$ cat src/design/snake_vga_pkg.sv
package snake_vga_pkg;

	// Position being drawn as registered by the timing block.
	typedef struct packed {
		logic [9:0] x;
		logic [9:0] y;
		logic active;
	} pixel_pos_t;

	typedef logic [15:0] rgb565_t;

	// Tile contents reported by the game logic.
	typedef enum logic [1:0] {
		cell_empty = 2'b00,
		cell_head = 2'b01,
		cell_body = 2'b10,
		cell_wall = 2'b11
	} cell_e;

	typedef struct packed {
		logic [3:0] hundreds;
		logic [3:0] tens;
		logic [3:0] units;
	} score_t;

	typedef logic [5:0] tile_x_t;
	typedef logic [4:0] tile_y_t;

	localparam rgb565_t color_black = 16'h0000;
	localparam rgb565_t color_food = 16'hff80;
	localparam rgb565_t color_head = 16'h80ff;
	localparam rgb565_t color_body = 16'h0480;
	localparam rgb565_t color_wall = 16'hff00;
	localparam rgb565_t color_digit = 16'h80ff;

	// Seven segment enables with top in the high bit.
	typedef logic [6:0] segments_t;

	localparam int seg_top = 6;
	localparam int seg_middle = 5;
	localparam int seg_bottom = 4;
	localparam int seg_upper_left = 3;
	localparam int seg_upper_right = 2;
	localparam int seg_lower_left = 1;
	localparam int seg_lower_right = 0;

endpackage

$ cat src/design/vga_timing.sv
`timescale 1ns/1ps

module vga_timing #(
	parameter int H_TOTAL = 800,
	parameter int H_SYNC = 96,
	parameter int H_OFFSET = 135,
	parameter int H_ACTIVE = 640,
	parameter int V_TOTAL = 525,
	parameter int V_SYNC = 2,
	parameter int V_OFFSET = 33,
	parameter int V_ACTIVE = 480
) (
	input logic clk,
	input logic rst,
	output logic hsync,
	output logic vsync,
	output snake_vga_pkg::pixel_pos_t pos
);
	import snake_vga_pkg::*;

	logic [9:0] h_cnt;
	logic [9:0] v_cnt;
	logic h_wrap;
	logic v_wrap;
	pixel_pos_t pos_next;

	assign h_wrap = (h_cnt == 10'(H_TOTAL - 1));
	assign v_wrap = (v_cnt == 10'(V_TOTAL - 1));

	// Line counter steps only at the end of a line.
	always_ff @(posedge clk or negedge rst) begin
		if (!rst) begin
			h_cnt <= '0;
			v_cnt <= '0;
		end else if (h_wrap) begin
			h_cnt <= '0;
			if (v_wrap) begin
				v_cnt <= '0;
			end else begin
				v_cnt <= v_cnt + 10'd1;
			end
		end else begin
			h_cnt <= h_cnt + 10'd1;
		end
	end

	// Offsets wrap in ten bits, so the porches land above the active range.
	always_comb begin
		pos_next.x = h_cnt - 10'(H_OFFSET);
		pos_next.y = v_cnt - 10'(V_OFFSET);
		pos_next.active = (pos_next.x < 10'(H_ACTIVE)) && (pos_next.y < 10'(V_ACTIVE));
	end

	// Sync pulses and position leave in the same cycle.
	always_ff @(posedge clk or negedge rst) begin
		if (!rst) begin
			hsync <= 1'b1;
			vsync <= 1'b1;
			pos <= '0;
		end else begin
			hsync <= (h_cnt >= 10'(H_SYNC));
			vsync <= (v_cnt >= 10'(V_SYNC));
			pos <= pos_next;
		end
	end

endmodule

$ cat src/design/cell_renderer.sv
`timescale 1ns/1ps

module cell_renderer (
	input snake_vga_pkg::pixel_pos_t pos,
	input snake_vga_pkg::cell_e snake,
	input snake_vga_pkg::tile_x_t food_x,
	input snake_vga_pkg::tile_y_t food_y,
	output snake_vga_pkg::rgb565_t field_rgb
);
	import snake_vga_pkg::*;

	tile_x_t tile_x;
	logic [5:0] tile_row;
	logic is_food;
	logic corner;

	assign tile_x = pos.x[9:4];
	// Rows past the playfield never match a five bit food row.
	assign tile_row = pos.y[9:4];

	assign is_food = (tile_x == food_x) && (tile_row == {1'b0, food_y});
	assign corner = (pos.x[3:0] == 4'd0) && (pos.y[3:0] == 4'd0);

	always_comb begin
		if (is_food) begin
			field_rgb = corner ? color_black : color_food;
		end else begin
			case (snake)
				cell_head: begin
					field_rgb = corner ? color_black : color_head;
				end
				cell_body: begin
					field_rgb = corner ? color_black : color_body;
				end
				// Walls are solid without a dot.
				cell_wall: begin
					field_rgb = color_wall;
				end
				default: begin
					field_rgb = color_black;
				end
			endcase
		end
	end

endmodule

$ cat src/design/digit_segments.sv
`timescale 1ns/1ps

module digit_segments (
	input logic [3:0] digit,
	output snake_vga_pkg::segments_t segments
);

	// Bit order is top, middle, bottom, upper left, upper right,
	// lower left, lower right.
	always_comb begin
		case (digit)
			4'd0: begin
				segments = 7'b1011111;
			end
			4'd1: begin
				segments = 7'b0000101;
			end
			4'd2: begin
				segments = 7'b1110110;
			end
			4'd3: begin
				segments = 7'b1110101;
			end
			4'd4: begin
				segments = 7'b0101101;
			end
			4'd5: begin
				segments = 7'b1111001;
			end
			4'd6: begin
				segments = 7'b1111011;
			end
			4'd7: begin
				segments = 7'b1000101;
			end
			4'd8: begin
				segments = 7'b1111111;
			end
			4'd9: begin
				segments = 7'b1111101;
			end
			// Values above nine stay blank.
			default: begin
				segments = 7'b0000000;
			end
		endcase
	end

endmodule

$ cat src/design/score_renderer.sv
`timescale 1ns/1ps

module score_renderer #(
	parameter int DIGIT_ORIGIN_0 = 6,
	parameter int DIGIT_ORIGIN_1 = 16,
	parameter int DIGIT_ORIGIN_2 = 26
) (
	input snake_vga_pkg::pixel_pos_t pos,
	input snake_vga_pkg::score_t score,
	output snake_vga_pkg::rgb565_t score_rgb
);
	import snake_vga_pkg::*;

	segments_t seg_hundreds;
	segments_t seg_tens;
	segments_t seg_units;
	segments_t seg_sel;
	segments_t seg_mask;
	logic [5:0] col;
	logic [5:0] row;
	logic [5:0] origin;
	logic [5:0] rel;
	logic in_glyph;
	logic left;
	logic right;

	digit_segments i_seg_hundreds (.digit(score.hundreds), .segments(seg_hundreds));
	digit_segments i_seg_tens (.digit(score.tens), .segments(seg_tens));
	digit_segments i_seg_units (.digit(score.units), .segments(seg_units));

	// Screen is laid out in 16 pixel blocks.
	assign col = pos.x[9:4];
	assign row = pos.y[9:4];

	always_comb begin
		if (col < 6'd15) begin
			seg_sel = seg_hundreds;
			origin = 6'(DIGIT_ORIGIN_0);
		end else if (col < 6'd25) begin
			seg_sel = seg_tens;
			origin = 6'(DIGIT_ORIGIN_1);
		end else begin
			seg_sel = seg_units;
			origin = 6'(DIGIT_ORIGIN_2);
		end
	end

	assign rel = col - origin;
	assign in_glyph = (col >= origin) && (rel < 6'd8);
	assign left = in_glyph && (rel < 6'd2);
	assign right = in_glyph && (rel >= 6'd6);

	// Blocks covered by each segment.
	// Vertical bars overlap the bars across.
	always_comb begin
		seg_mask[seg_top] = in_glyph && (row >= 6'd8) && (row <= 6'd9);
		seg_mask[seg_middle] = in_glyph && (row >= 6'd14) && (row <= 6'd15);
		seg_mask[seg_bottom] = in_glyph && (row >= 6'd20) && (row <= 6'd21);
		seg_mask[seg_upper_left] = left && (row >= 6'd8) && (row <= 6'd15);
		seg_mask[seg_upper_right] = right && (row >= 6'd8) && (row <= 6'd15);
		seg_mask[seg_lower_left] = left && (row >= 6'd14) && (row <= 6'd21);
		seg_mask[seg_lower_right] = right && (row >= 6'd14) && (row <= 6'd21);
	end

	assign score_rgb = (|(seg_sel & seg_mask)) ? color_digit : color_black;

endmodule

$ cat src/design/pixel_composer.sv
`timescale 1ns/1ps

module pixel_composer (
	input logic clk,
	input logic rst,
	input snake_vga_pkg::pixel_pos_t pos,
	input logic score_flag,
	input snake_vga_pkg::rgb565_t field_rgb,
	input snake_vga_pkg::rgb565_t score_rgb,
	output snake_vga_pkg::rgb565_t rgb
);
	import snake_vga_pkg::*;

	rgb565_t rgb_next;

	// Outside the visible area the DAC must see black.
	always_comb begin
		if (!pos.active) begin
			rgb_next = color_black;
		end else if (score_flag) begin
			rgb_next = score_rgb;
		end else begin
			rgb_next = field_rgb;
		end
	end

	// One cycle behind pos.
	always_ff @(posedge clk or negedge rst) begin
		if (!rst) begin
			rgb <= color_black;
		end else begin
			rgb <= rgb_next;
		end
	end

endmodule

$ cat src/design/snake_vga.sv
`timescale 1ns/1ps

module snake_vga #(
	parameter int H_TOTAL = 800,
	parameter int H_SYNC = 96,
	parameter int H_OFFSET = 135,
	parameter int H_ACTIVE = 640,
	parameter int V_TOTAL = 525,
	parameter int V_SYNC = 2,
	parameter int V_OFFSET = 33,
	parameter int V_ACTIVE = 480,
	parameter int DIGIT_ORIGIN_0 = 6,
	parameter int DIGIT_ORIGIN_1 = 16,
	parameter int DIGIT_ORIGIN_2 = 26
) (
	input logic clk,
	input logic rst,
	input snake_vga_pkg::score_t score,
	input logic score_flag,
	input snake_vga_pkg::cell_e snake,
	input snake_vga_pkg::tile_x_t food_x,
	input snake_vga_pkg::tile_y_t food_y,
	output logic [9:0] pos_x,
	output logic [9:0] pos_y,
	output logic hsync,
	output logic vsync,
	output snake_vga_pkg::rgb565_t rgb
);
	import snake_vga_pkg::*;

	pixel_pos_t pos;
	rgb565_t field_rgb;
	rgb565_t score_rgb;

	vga_timing #(
		.H_TOTAL(H_TOTAL),
		.H_SYNC(H_SYNC),
		.H_OFFSET(H_OFFSET),
		.H_ACTIVE(H_ACTIVE),
		.V_TOTAL(V_TOTAL),
		.V_SYNC(V_SYNC),
		.V_OFFSET(V_OFFSET),
		.V_ACTIVE(V_ACTIVE)
	) i_timing (
		.clk(clk),
		.rst(rst),
		.hsync(hsync),
		.vsync(vsync),
		.pos(pos)
	);

	cell_renderer i_cell (
		.pos(pos),
		.snake(snake),
		.food_x(food_x),
		.food_y(food_y),
		.field_rgb(field_rgb)
	);

	score_renderer #(
		.DIGIT_ORIGIN_0(DIGIT_ORIGIN_0),
		.DIGIT_ORIGIN_1(DIGIT_ORIGIN_1),
		.DIGIT_ORIGIN_2(DIGIT_ORIGIN_2)
	) i_score (
		.pos(pos),
		.score(score),
		.score_rgb(score_rgb)
	);

	pixel_composer i_composer (
		.clk(clk),
		.rst(rst),
		.pos(pos),
		.score_flag(score_flag),
		.field_rgb(field_rgb),
		.score_rgb(score_rgb),
		.rgb(rgb)
	);

	// Game logic answers snake for this position.
	assign pos_x = pos.x;
	assign pos_y = pos.y;

endmodule

$ cat config.mk
export PLATFORM = sky130hd
export DESIGN_NAME = snake_vga
export DESIGN_NICKNAME = d
export VERILOG_FILES = /design/src/design/snake_vga_pkg.sv /design/src/design/vga_timing.sv /design/src/design/cell_renderer.sv /design/src/design/digit_segments.sv /design/src/design/score_renderer.sv /design/src/design/pixel_composer.sv /design/src/design/snake_vga.sv
export SDC_FILE = /design/constraint.sdc
export NUM_CORES = 1
export LEC_CHECK = 0
export BUFFER_PORTS_ARGS = -buffer_cell sky130_fd_sc_hd__buf_4
export CAP_MARGIN = 40
export CORE_MARGIN = 1
export CORE_UTILIZATION = 55
export CTS_CLUSTER_DIAMETER = 80
export CTS_CLUSTER_SIZE = 14
export DETAILED_ROUTE_END_ITERATION = 8
export MAX_ROUTING_LAYER = met4
export PLACE_DENSITY = 0.84
export SLEW_MARGIN = 10
export SYNTH_ARGS = -nofsm -noshare
export SYNTH_HDL_FRONTEND = slang
export SYNTH_SLANG_ARGS = --single-unit
$ cat constraint.sdc
create_clock -name clk -period 8.4 [get_ports clk]
set_clock_uncertainty 0.2 [all_clocks]
set_input_delay 1.26 -clock clk [delete_from_list [all_inputs] [get_ports clk]]
set_output_delay 1.26 -clock clk [all_outputs]
set_load 0.02 [all_outputs]
=== Word-level counts from Yosys, hierarchy flattened ===
Memories as Yosys holds them, arrays and structs flattened.
Cells that the tools add are included.

* Input bits: 28
* Word-level logic and storage cells: 77
* Bits in registers: 59
* Output and inout bits: 38
* Memories kept: 3
* Memory bits (read-only): 336

* $add $sub $neg: 5
* Reduce and logical (&&, ||, !) cells: 23
* Muxes and demuxes: 14
* Bitwise logic cells: 1
* Equality and inequality tests: 7
* $lt $le $gt $ge: 16

{| class="wikitable"
|+ Memory list
! memory !! words !! bits a word !! read ports !! clocked after memory_dff !! wr ports !! RTL line !! RTL
|-
| (name not given) || 16 || 7 || 1 || 0 || 0 || digit_segments.sv:11 || <nowiki>case (digit)</nowiki>
|-
| (name not given) || 16 || 7 || 1 || 0 || 0 || digit_segments.sv:11 ||
|-
| (name not given) || 16 || 7 || 1 || 0 || 0 || digit_segments.sv:11 ||
|}

{| class="wikitable"
|+ Operators by type and width
! cell !! count
|-
| 2-to-1 mux 16 bit || 6
|-
| case mux 16 bit (3 select lines) || 1
|-
| adder 10 x 1 -> 10 bit (second input constant) || 2
|-
| equality test 10 bit (second input constant) || 2
|-
| logical AND 1 bit || 20
|-
| 2-to-1 mux 10 bit || 2
|-
| 2-to-1 mux 7 bit || 2
|-
| greater-or-equal comparator 6 x 4 -> 1 bit (second input constant) || 2
|-
| less-or-equal comparator 6 x 4 -> 1 bit (second input constant) || 2
|-
| < comparator 6 x 4 -> 1 bit (second input constant) || 2
|-
| 2-to-1 mux 11 bit || 1
|-
| greater-or-equal comparator 10 x 2 -> 1 bit (second input constant) || 1
|-
| greater-or-equal comparator 10 x 7 -> 1 bit (second input constant) || 1
|-
| < comparator 10 bit (second input constant) || 1
|-
| < comparator 10 x 9 -> 1 bit (second input constant) || 1
|-
| subtractor 10 x 6 -> 10 bit (second input constant) || 1
|-
| subtractor 10 x 8 -> 10 bit (second input constant) || 1
|-
| zero test 4 bit || 2
|-
| bitwise AND 7 bit || 1
|-
| OR reduction 7 bit || 1
|-
| equality test 6 x 5 -> 1 bit || 1
|-
| equality test 6 bit || 1
|-
| greater-or-equal comparator 6 x 3 -> 1 bit (second input constant) || 1
|-
| greater-or-equal comparator 6 x 5 -> 1 bit (second input constant) || 1
|-
| other kinds (9) || 10
|}

=== Depth between registers and ports, before layout ===
Gate-level depths: netlist (run 1).

* Word-level depth: 14
* Mapped depth: 13
* Depth with buffers taken out: 13

=== Modules after synthesis ===
Synthesis (run 1) repeated with hierarchy kept, for this count alone.

* Cell total of the unflattened synthesis: 445
* Area total of the unflattened synthesis: 4,256.6 µm²

{| class="wikitable"
|+ By module, submodules not included
! module !! times used !! area an instance (µm²) !! cells each
|-
| vga_timing || 1 || 2,049.5 || 195
|-
| pixel_composer || 1 || 695.7 || 51
|-
| score_renderer || 1 || 573.0 || 79
|-
| cell_renderer || 1 || 309.0 || 40
|-
| digit_segments at i_score.i_seg_units || 1 || 222.7 || 28
|-
| digit_segments at i_score.i_seg_tens || 1 || 205.2 || 26
|-
| digit_segments at i_score.i_seg_hundreds || 1 || 201.4 || 26
|}

=== Least setup slack after synthesis (run 1) ===
No wires, ideal clock.

* Kind: input -> register
* Start point: in score[3] (netlist name)
* End point: reg i_composer.rgb[7]
* Arrival: 2.753 ns
* Cell stages on the path: 8
* Setup slack: 5.380 ns
* Setup time: 0.067 ns
* Buffers on the path: 1
* Cell sequence: buf_2 mux2_2 o22ai_1 a222oi_1 or4_1 nand4_1 o211ai_2 nand2_1

* Word-level cells in the longest chain between the ends: 8

{| class="wikitable"
|+ RTL lines
! element !! RTL line !! RTL
|-
| start, declared || snake_vga.sv:18 || <nowiki>input snake_vga_pkg::score_t score,</nowiki>
|-
| memory (16 x 7 bit) || n/a ||
|-
| 2-to-1 mux 7 bit || score_renderer.sv:39 || <nowiki>end else if (col < 6'd25) begin</nowiki>
|-
| 2-to-1 mux 7 bit || score_renderer.sv:36 || <nowiki>if (col < 6'd15) begin</nowiki>
|-
| bitwise AND 7 bit || score_renderer.sv:65 || <nowiki>assign score_rgb = (|(seg_sel & seg_mask)) ? color_digit : color_black;</nowiki>
|-
| OR reduction 7 bit || score_renderer.sv:65 ||
|-
| 2-to-1 mux 16 bit || score_renderer.sv:65 ||
|-
| 2-to-1 mux 16 bit || pixel_composer.sv:20 || <nowiki>end else if (score_flag) begin</nowiki>
|-
| 2-to-1 mux 16 bit || pixel_composer.sv:18 || <nowiki>if (!pos.active) begin</nowiki>
|-
| net i_composer.rgb_next[7] || pixel_composer.sv:14 || <nowiki>rgb565_t rgb_next;</nowiki>
|-
| end signal, assigned || pixel_composer.sv:30 || <nowiki>rgb <= color_black;</nowiki>
|-
| end signal, assigned || pixel_composer.sv:32 || <nowiki>rgb <= rgb_next;</nowiki>
|-
| end, declared || pixel_composer.sv:10 || <nowiki>output snake_vga_pkg::rgb565_t rgb</nowiki>
|}

The timed path passes the listed nets, and every way through them passes these cells.
A chain may end at the register's enable or synchronous reset.

=== Final worst setup path (run 1) ===
* Start point: in score[1] (netlist name)
* End point: reg i_composer.rgb[7]

The elaborated chain is that of the path after synthesis.

==> results of run 1 <==
## registers in the layout, summed over array words and instances (netlist names)
register / cells
i_timing.h_cnt: 10
i_composer.rgb: 5
i_timing.hsync: 1
i_timing.vsync: 1
i_timing.pos: 21
i_timing.v_cnt: 10
## cell type report
type                            count  share of cell area [%]
Inverter                           31                    2.95
Sequential cell                    48                    30.6
Tap cell                           75                    2.38
Timing Repair Buffer               66                    12.6
Multi-Input combinational cell    271                    48.7
Clock inverter                      3                    1.08
Clock buffer                        5                    1.75
## placed cells by master (no fill, tap or decap), types with 11 or more instances in the layout
cell / synthesis / routed
ha_1: 27 / 27
xnor2_1: 11 / 11
nor2_1: 27 / 27
nand2_1: 26 / 26
dfrtp_1: 46 / 46
o22ai_1: 17 / 17
buf_4: 32 / 66
inv_1: 31 / 31
a21oi_1: 13 / 13
xor2_1: 25 / 25
o21ai_0: 19 / 19
nand3_1: 11 / 11
## power by group
| group | switching (uW) | internal [uW] |
|---|---|---|
| registers | 0 | 231 |
| clock network | 75.1 | 88.1 |
| logic | 26.0 | 21.8 |
## worst register-to-register path, cell delays in order, from the launching register on
cell and delay (ns):
dfrtp_1 0.47, o311a_4 0.42, nor3_4 0.25, inv_1 0.09
ha_1 0.20, inv_1 0.07, fa_1 0.42, nand3b_1 0.12
a21oi_1 0.05, o2111ai_1 0.12, nand4_1 0.15, o211ai_2 0.22
nand2_1 0.08
## kinds of logic (layout without fill, tap and decap cells)
group,Yosys count,count (layout)
AND/OR/NAND/NOR,123,123
buffers and inverters,82,105
AO/OA/AOI/OAI,76,76
flip-flops,48,48
XOR/XNOR,36,36
adder cells (fa/ha/maj),28,28
multiplexers,8,8
## stage by stage
step | power [uW] | hold slack, ns | util, %
final | 442 | 0.298 | 65.0
after global routing | 459 | 0.331 | 65.0
after CTS | 447 | 0.297 | 65.0
after floorplan | 260 | 0.255 | -
after global placement | 281 | 0.277 | 63.2
after detailed placement | 283 | 0.276 | 63.2
## layer usage
layer,wire length (um),global-route usage [%]
met1,2990,25.3
met5,0,-
met4,199,11.2
met3,436,4.51
met2,3700,39.8
## path summary, 6_finish.rpt
kind,slack [ns],cells after the start,from,endpoint
min reg2reg,0.30,1,i_timing.h_cnt[0],i_timing.h_cnt[0]
max reg2reg,5.43,12,i_timing.pos[16],i_composer.rgb[7]
max in group asynchronous,6.84,1,rst,i_timing.pos[19]
min,0.30,1,i_timing.h_cnt[0],i_timing.h_cnt[0]
max,5.37,10,score[1],i_composer.rgb[7]
min in group asynchronous,0.75,1,rst,i_composer.rgb[14]
## cell usage after synthesis (all sizes together) (5+ instances only)
master,n,area (um2)
ha,27,338
o21ai,19,95.1
dfrtp,46,1150
inv,31,116
buf,37,264
nand2,26,97.6
nand3,11,55.1
xnor2,11,96.3
nand4,7,43.8
o22ai,17,106
a21oi,13,65.1
mux2i,5,50.1
xor2,25,219
nor2,27,101
nand2b,9,56.3
nor3,7,57.6
nor4,9,56.3
clkbuf,14,53.8
==> results.rst, run 1 <==
.. list-table::
   :header-rows: 1

   * - Metric
     - Value
   * - Max stage delay cell, worst path
     - or4_1
   * - Placed Cells
     - 491
   * - Synthesized-area fraction occupied by adder cells
     - 10.1%
   * - FILL cells
     - 486
   * - Post-Synthesis Cells
     - 401
   * - Via total after detailed routing
     - 2,851
   * - Cell Rows
     - 28
   * - Yosys cell types
     - 52
   * - Kind of cell adding the most delay to the critical path
     - simple AND/OR/NAND/NOR gates
   * - Die X-Extent
     - 82.4 um
   * - Vertical die dimension
     - 82.4 um
   * - Clk pin slew, worst setup/hold paths
     - 0.09 ns
   * - Number of H-tree levels
     - 2
   * - Non-filler instance count after layout
     - 499
   * - Final min period
     - 3.03 ns
   * - Count of port buffers added during placement
     - 65
   * - Area of the die
     - 0.00679 mm2
   * - Pins Over Slew Limit
     - 0
   * - Post-DRT Antenna Nets
     - 0
   * - Clock buffer count from CTS
     - 5
   * - Crit path DAT
     - 3.07 ns
   * - Total length of routed wires
     - 7330 um
   * - Detail Placement HPWL
     - 5680 um
   * - Number of register bits inferred by synthesis
     - 48
   * - Crit-path cells
     - buf_4 -> inv_1 -> ha_1 -> mux2_2 -> o22ai_1 -> a222oi_1 -> or4_1 -> nand4_1 -> o211ai_2 -> nand2_1
   * - Global-route wire length before repair
     - 11,500 um
   * - Slew margin rel.
     - 38.9%
   * - Buffer type at the clock tree root
     - clkbuf_8
   * - Path type of the worst min-delay path
     - reg2reg
   * - Synthesized area per cell
     - 8.87 um2
   * - Number of nets in the final layout
     - 479
   * - DRC violation count after routing
     - 0
   * - Number of buffers and inverters on the critical path
     - 2
   * - Setup violations, final
     - 0
   * - Setup TNS after final layout
     - 0 ns
   * - Fraction of final layout cells sized beyond drive strength 1
     - 20.3%
   * - Gp weighted congestion
     - 0.864
   * - Setup Buffers After CTS
     - 0
   * - Period utilisation layout
     - 36.0%
   * - Compound-gate portion of the synthesized area
     - 14.2%
   * - Share of cell area taken by muxes after synthesis
     - 2.36%
   * - Sequential cell area
     - 0.00120 mm2
   * - Highest clock rate
     - 330 MHz
   * - Count of instances resized after the clock tree is built
     - 0
   * - Maximum number of buffers from clock root to sink
     - 2
   * - Share of async-settable or async-resettable flops after synthesis
     - 100%
   * - Sort of element at the end of the critical path
     - flop
   * - Crit path largest cell delay
     - 0.52 ns
   * - Cell area after layout
     - 0.00394 mm2
   * - Post-placement setup slack
     - 5.11 ns
   * - Most used flip-flop cell after synthesis
     - dfrtp_1
   * - Largest net degree at the start of global routing
     - 49
   * - Number of detailed-routing iterations run before antenna repair
     - 6
   * - Proportion of synthesized chip area in sequential cells
     - 33.8%
   * - Slew @ Worst Pin
     - 0.909 ns
   * - Via density
     - 5.71
   * - Worst-case vdd ir drop
     - 0.124 mV
   * - CTS tree
     - done
   * - Average wire per standard cell
     - 14.7 um
   * - Placed Area
     - 0.00383 mm2
   * - Run status
     - complete, no violations
   * - Critical path required time
     - 8.44 ns
   * - Via count of the first global-routing pass
     - 2,717
   * - Pwr Density
     - 112 mW/mm2
   * - Sort of element at the start of the critical path
     - input pin
   * - Number of antenna violations at the first check in global routing
     - 0
   * - Area of the core
     - 0.00606 mm2
   * - Number of hold violations in the final report
     - 0
   * - Iter 0 DRT Violations
     - 104
   * - Warnings, synthesis
     - 0
   * - Synthesized netlist net count
     - 457
   * - Largest fanout of any net on the critical path
     - 8
   * - Share of synthesized cell area in and, or, nand and nor gates
     - 18.5%
   * - Antenna diode instance count
     - 0
   * - Crit Path Category
     - in2reg
   * - Max-capacitance violation count
     - 0
   * - Combined area of the multi-input logic cells
     - 0.00192 mm2
   * - Post-CTS Hold Fix Bufs
     - 0
   * - Global-route usage over all layers
     - 23.0%
   * - Setup repair after global routing missed its margin
     - false
   * - Leakage
     - 0.00185 uW
   * - Top-Level Pins
     - 66
   * - Area growth, synth to finish
     - 10.8%
   * - Dominant combinational cell family by area after synthesis
     - simple AND/OR/NAND/NOR gates
   * - Effective utilization at floorplan
     - 58.7%
   * - Summed instance area of the synthesized netlist
     - 0.00356 mm2
   * - Total congestion overflow
     - 0
   * - Post-route setup slack
     - 5.37 ns
   * - Total number of clock tree sinks
     - 48
   * - Number of enable flip-flop cells after synthesis
     - 0
   * - Share of the synthesized netlist area taken by xor and xnor gates
     - 8.87%
   * - Insertion delay to the later sink of the worst-skew pair
     - 0.30 ns
Note: power is estimated with default switching activity, not from simulation.
==> run 2: changes to the inputs <==
--- a/config.mk
+++ b/config.mk
@@ -5,6 +5,7 @@
 export SDC_FILE = /design/constraint.sdc
 export NUM_CORES = 1
 export LEC_CHECK = 0
+export ABC_AREA = 1
 export BUFFER_PORTS_ARGS = -buffer_cell sky130_fd_sc_hd__buf_4
 export CAP_MARGIN = 40
 export CORE_MARGIN = 1
==> constraint.sdc (replaced) <==
create_clock -name clk -period 2.8 [get_ports clk]
set_clock_uncertainty 0.2 [all_clocks]
set_input_delay 0.42 -clock clk [delete_from_list [all_inputs] [get_ports clk]]
set_output_delay 0.42 -clock clk [all_outputs]
set_load 0.02 [all_outputs]
==> run 2 against run 1 <==
Against the previous run: critical path depth fell by 3; register-to-register slack got worse by 5.0 ns; cell count up 19%; critical endpoint is now i_timing.v_cnt[9]; largest power group unchanged.
==> results.rst, run 2 <==
.. list-table::
   :header-rows: 1

   * - Metric
     - Value
   * - Run status
     - complete, no violations
   * - Most area-consuming cells after synthesis
     - dfrtp_1 (32%), nand2_1 (14%), ha_1 (9.4%)
   * - Setup violations, final
     - 0 (unchanged)
   * - Most used flip-flop cell after synthesis
     - dfrtp_1
   * - Number of enable flip-flop cells after synthesis
     - 0 (unchanged)
   * - Most flops, register
     - i_timing.pos
   * - Via density
     - 5.14 (-10%)
   * - Clock buffer count from CTS
     - 5 (unchanged)
   * - Pwr Density
     - 346 mW/mm2 (+210%)
   * - Crit-path cells
     - inv_1 -> ha_1 -> nand2_1 -> nor4_1 -> nand2_1 -> o21ai_0 -> a21oi_1
   * - Cell Rows
     - 29 (+3.6%)
   * - Post-synth top area share
     - 32.1% (-0.29 points)
   * - Highest clock rate
     - 429 MHz
   * - CTS tree
     - done
   * - Setup TNS after final layout
     - 0 ns (unchanged)
   * - Most common cell type on the critical path
     - nand2_1
   * - Global-route wire length before repair
     - 11,800 um (+2.2%)
   * - Global-route usage over all layers
     - 23.3% (+0.29 points)
   * - Top flop regs
     - i_timing.pos: 21 flops, i_timing.h_cnt: 10 flops, i_timing.v_cnt: 10 flops
   * - Post-placement setup slack
     - 0.484 ns (-4.63 ns)
   * - RR Endpoint
     - i_timing.v_cnt[9]
   * - Highest-count cells in the layout ignoring fill and taps
     - nand2_1 (130), buf_4 (67), inv_1 (64), dfrtp_1 (46), nor2_1 (43)
   * - Total number of clock tree sinks
     - 48 (unchanged)
   * - Placed Area
     - 0.00394 mm2 (+3.0%)
   * - Area growth, synth to finish
     - 13.7%
   * - Reg-to-reg slack, setup
     - 0.47 ns (-4.96 ns)
   * - WHS Endpoint
     - i_composer.rgb[7]
   * - Maximum number of buffers from clock root to sink
     - 2 (unchanged)
   * - Number of instances on the worst hold path
     - 2 (+1)
   * - Detail Placement HPWL
     - 5850 um (+3.1%)
   * - Buffer type at the clock tree root
     - clkbuf_8
   * - Number of buffers and inverters on the critical path
     - 1 (-1)
   * - Insertion delay to the later sink of the worst-skew pair
     - 0.31 ns (about the same)
   * - Worst-case vdd ir drop
     - 0.306 mV (+150%)
   * - Worst r2r src
     - i_timing.v_cnt[0]
   * - Number of nets in the final layout
     - 575 (+20%)
   * - Most frequent standard cell in the layout excluding fill and tap cells
     - nand2_1
   * - FILL cells
     - 547 (+13%)
   * - Count of instances resized after the clock tree is built
     - 0 (unchanged)
   * - Antenna diode instance count
     - 0 (unchanged)
   * - Critical path required time
     - 2.79 ns (-5.65 ns)
   * - Post-DRT Antenna Nets
     - 0 (unchanged)
   * - Number of detailed-routing iterations run before antenna repair
     - 4 (-2)
   * - Average wire per standard cell
     - 12.4 um (-15%)
   * - Total congestion overflow
     - 0 (unchanged)
   * - Cell area after layout
     - 0.00408 mm2 (+3.6%)
   * - Via total after detailed routing
     - 3,065 (+7.5%)
   * - Share of async-settable or async-resettable flops after synthesis
     - 100% (unchanged)
   * - Sort of element at the start of the critical path
     - flop
   * - Top-Level Pins
     - 66 (unchanged)
   * - Count of port buffers added during placement
     - 65 (unchanged)
   * - Synthesized area per cell
     - 7.51 um2 (-15%)
   * - Dominant cell type by area after synthesis
     - dfrtp_1
   * - Total length of routed wires
     - 7400 um (+1.0%)
   * - Leakage
     - 0.00226 uW (+22%)
   * - Summed instance area of the synthesized netlist
     - 0.00359 mm2 (+0.91%)
   * - Slew margin rel.
     - 50.8% (+12 points)
   * - Crit path DAT
     - 2.32 ns (-0.75 ns)
   * - Max stage delay cell, worst path
     - nor4_1
   * - Via count of the first global-routing pass
     - 2,810 (+3.4%)
   * - Largest fanout of any net on the critical path
     - 6 (-2)
   * - Crit path largest cell delay
     - 0.62 ns (+0.10 ns)
   * - Number of H-tree levels
     - 2 (unchanged)
   * - Effective utilization at floorplan
     - 56.8% (-1.8 points)
   * - Period utilisation layout
     - 83.3%
   * - Slew @ Worst Pin
     - 0.731 ns (-0.177 ns)
   * - Sort of element at the end of the critical path
     - flop
   * - Area of the core
     - 0.00631 mm2 (+4.2%)
   * - Depth of the worst register-to-register path
     - 7 (-5)
   * - Gp weighted congestion
     - 0.922 (+6.7%)
   * - Kind of cell adding the most delay to the critical path
     - simple AND/OR/NAND/NOR gates
   * - Warnings, synthesis
     - 0 (unchanged)
   * - Final min period
     - 2.33 ns
   * - Die X-Extent
     - 82.8 um (+0.45%)
   * - Number of antenna violations at the first check in global routing
     - 0 (unchanged)
   * - Iter 0 DRT Violations
     - 148 (+42%)
   * - Clk pin slew, worst setup/hold paths
     - 0.09 ns (about the same)
   * - Max-capacitance violation count
     - 0 (unchanged)
   * - Vertical die dimension
     - 82.8 um (+0.45%)
   * - Fraction of final layout cells sized beyond drive strength 1
     - 17.5% (-2.7 points)
   * - Setup repair after global routing missed its margin
     - false
   * - Largest net degree at the start of global routing
     - 49 (unchanged)
   * - Area of the die
     - 0.00685 mm2 (+0.90%)
   * - Synthesized netlist net count
     - 534 (+17%)
   * - Number of hold violations in the final report
     - 0 (unchanged)
   * - Total power of the final layout
     - 1410 uW (+220%)
   * - Yosys cell types
     - 41 (-21%)
   * - Proportion of synthesized chip area in sequential cells
     - 33.5% (-0.31 points)
   * - DRC violation count after routing
     - 0 (unchanged)
   * - Post-Synthesis Cells
     - 478 (+19%)
   * - Crit Path Category
     - reg2reg
   * - Most instantiated library cell after synthesis
     - nand2_1
   * - Pins Over Slew Limit
     - 0 (unchanged)
   * - Number of register bits inferred by synthesis
     - 48 (unchanged)
   * - Hold path start
     - score_flag
   * - Post-route setup slack
     - 0.469 ns (-4.90 ns)
   * - Ranking of synthesized cells by instance count
     - nand2_1 (130), inv_1 (64), dfrtp_1 (46)
   * - Number of flip-flops under the largest register name
     - 21 (unchanged)
   * - Path type of the worst min-delay path
     - in2reg
-- run 2: cell count changes after synthesis, moves of 9 or more --
cell | before | now
clkbuf_1 | 13 | 1
nand3_1 | 11 | 26
nand2b_1 | 9 | 0
nand2_1 | 26 | 130
o22ai_1 | 17 | 0
inv_1 | 31 | 64
nor2_1 | 27 | 43
-- run 2: worst max-delay path by stage --
stage	startpoint	endpoint	slack, ns	cells after the start
finish	i_timing.v_cnt[0]	i_timing.v_cnt[9]	0.47	7
global route	i_timing.pos[20]	i_composer.rgb[6]	0.24	11
CTS	i_timing.pos[17]	i_composer.rgb[6]	0.48	12
detailed placement	i_timing.pos[17]	i_composer.rgb[6]	0.48	12
global placement	i_timing.pos[17]	i_composer.rgb[7]	0.54	12
floorplan	i_timing.pos[17]	i_composer.rgb[15]	0.47	12
-- run 2: power breakdown --
group	switching, uW	leakage [uW]	internal (uW)
registers	0	0.000572	693
logic	83.7	0.00163	58.6
clock network	225	0.0000642	351
-- run 2: cells by family after synthesis --
logic type / Yosys count / synth area share [%]
adders and majority gates: 28 / 9.97
muxes: 1 / 0.314
xor gates and xnor gates: 30 / 7.32
and+or+nand+nor: 227 / 27.9
buffers and inverters: 102 / 14.1
DFF: 48 / 33.5
AOI/OAI and AO/OA: 42 / 6.83
-- run 2: repair_timing --
item | 4_1_cts | 5_1_grt
setup buffers | 0 | 0
endpoints found under the hold margin | 46 | 0
hold buffers | 1 | 0
-- run 2: routing by layer --
metal	routed length [um]	share of wire, %	GRT usage [%]
met1	3080	42	25.7
met2	3910	53	42.7
met3	240	3.2	2.30
met4	174	2.4	9.66
met5	0	0	-
-- run 2: area by class of cell --
type | count | area (um2) | area share, %
clock buffer | 5 | 68.8 | 1.69
clock inverter | 2 | 60.1 | 1.47
inverter | 68 | 259 | 6.35
multi-input combinational | 328 | 1880 | 46.1
sequential | 48 | 1200 | 29.5
tap | 77 | 96.3 | 2.36
timing repair buffer | 68 | 513 | 12.6
-- run 2: stage by stage --
step | hold WS (ns) | std cells | util, %
floorplan | -0.0756 | 478 | -
global placement | 0.257 | 588 | 62.4
detailed placement | 0.263 | 588 | 62.4
CTS | 0.0969 | 596 | 64.6
global route | 0.0969 | 596 | 64.6
finish | 0.108 | 596 | 64.6
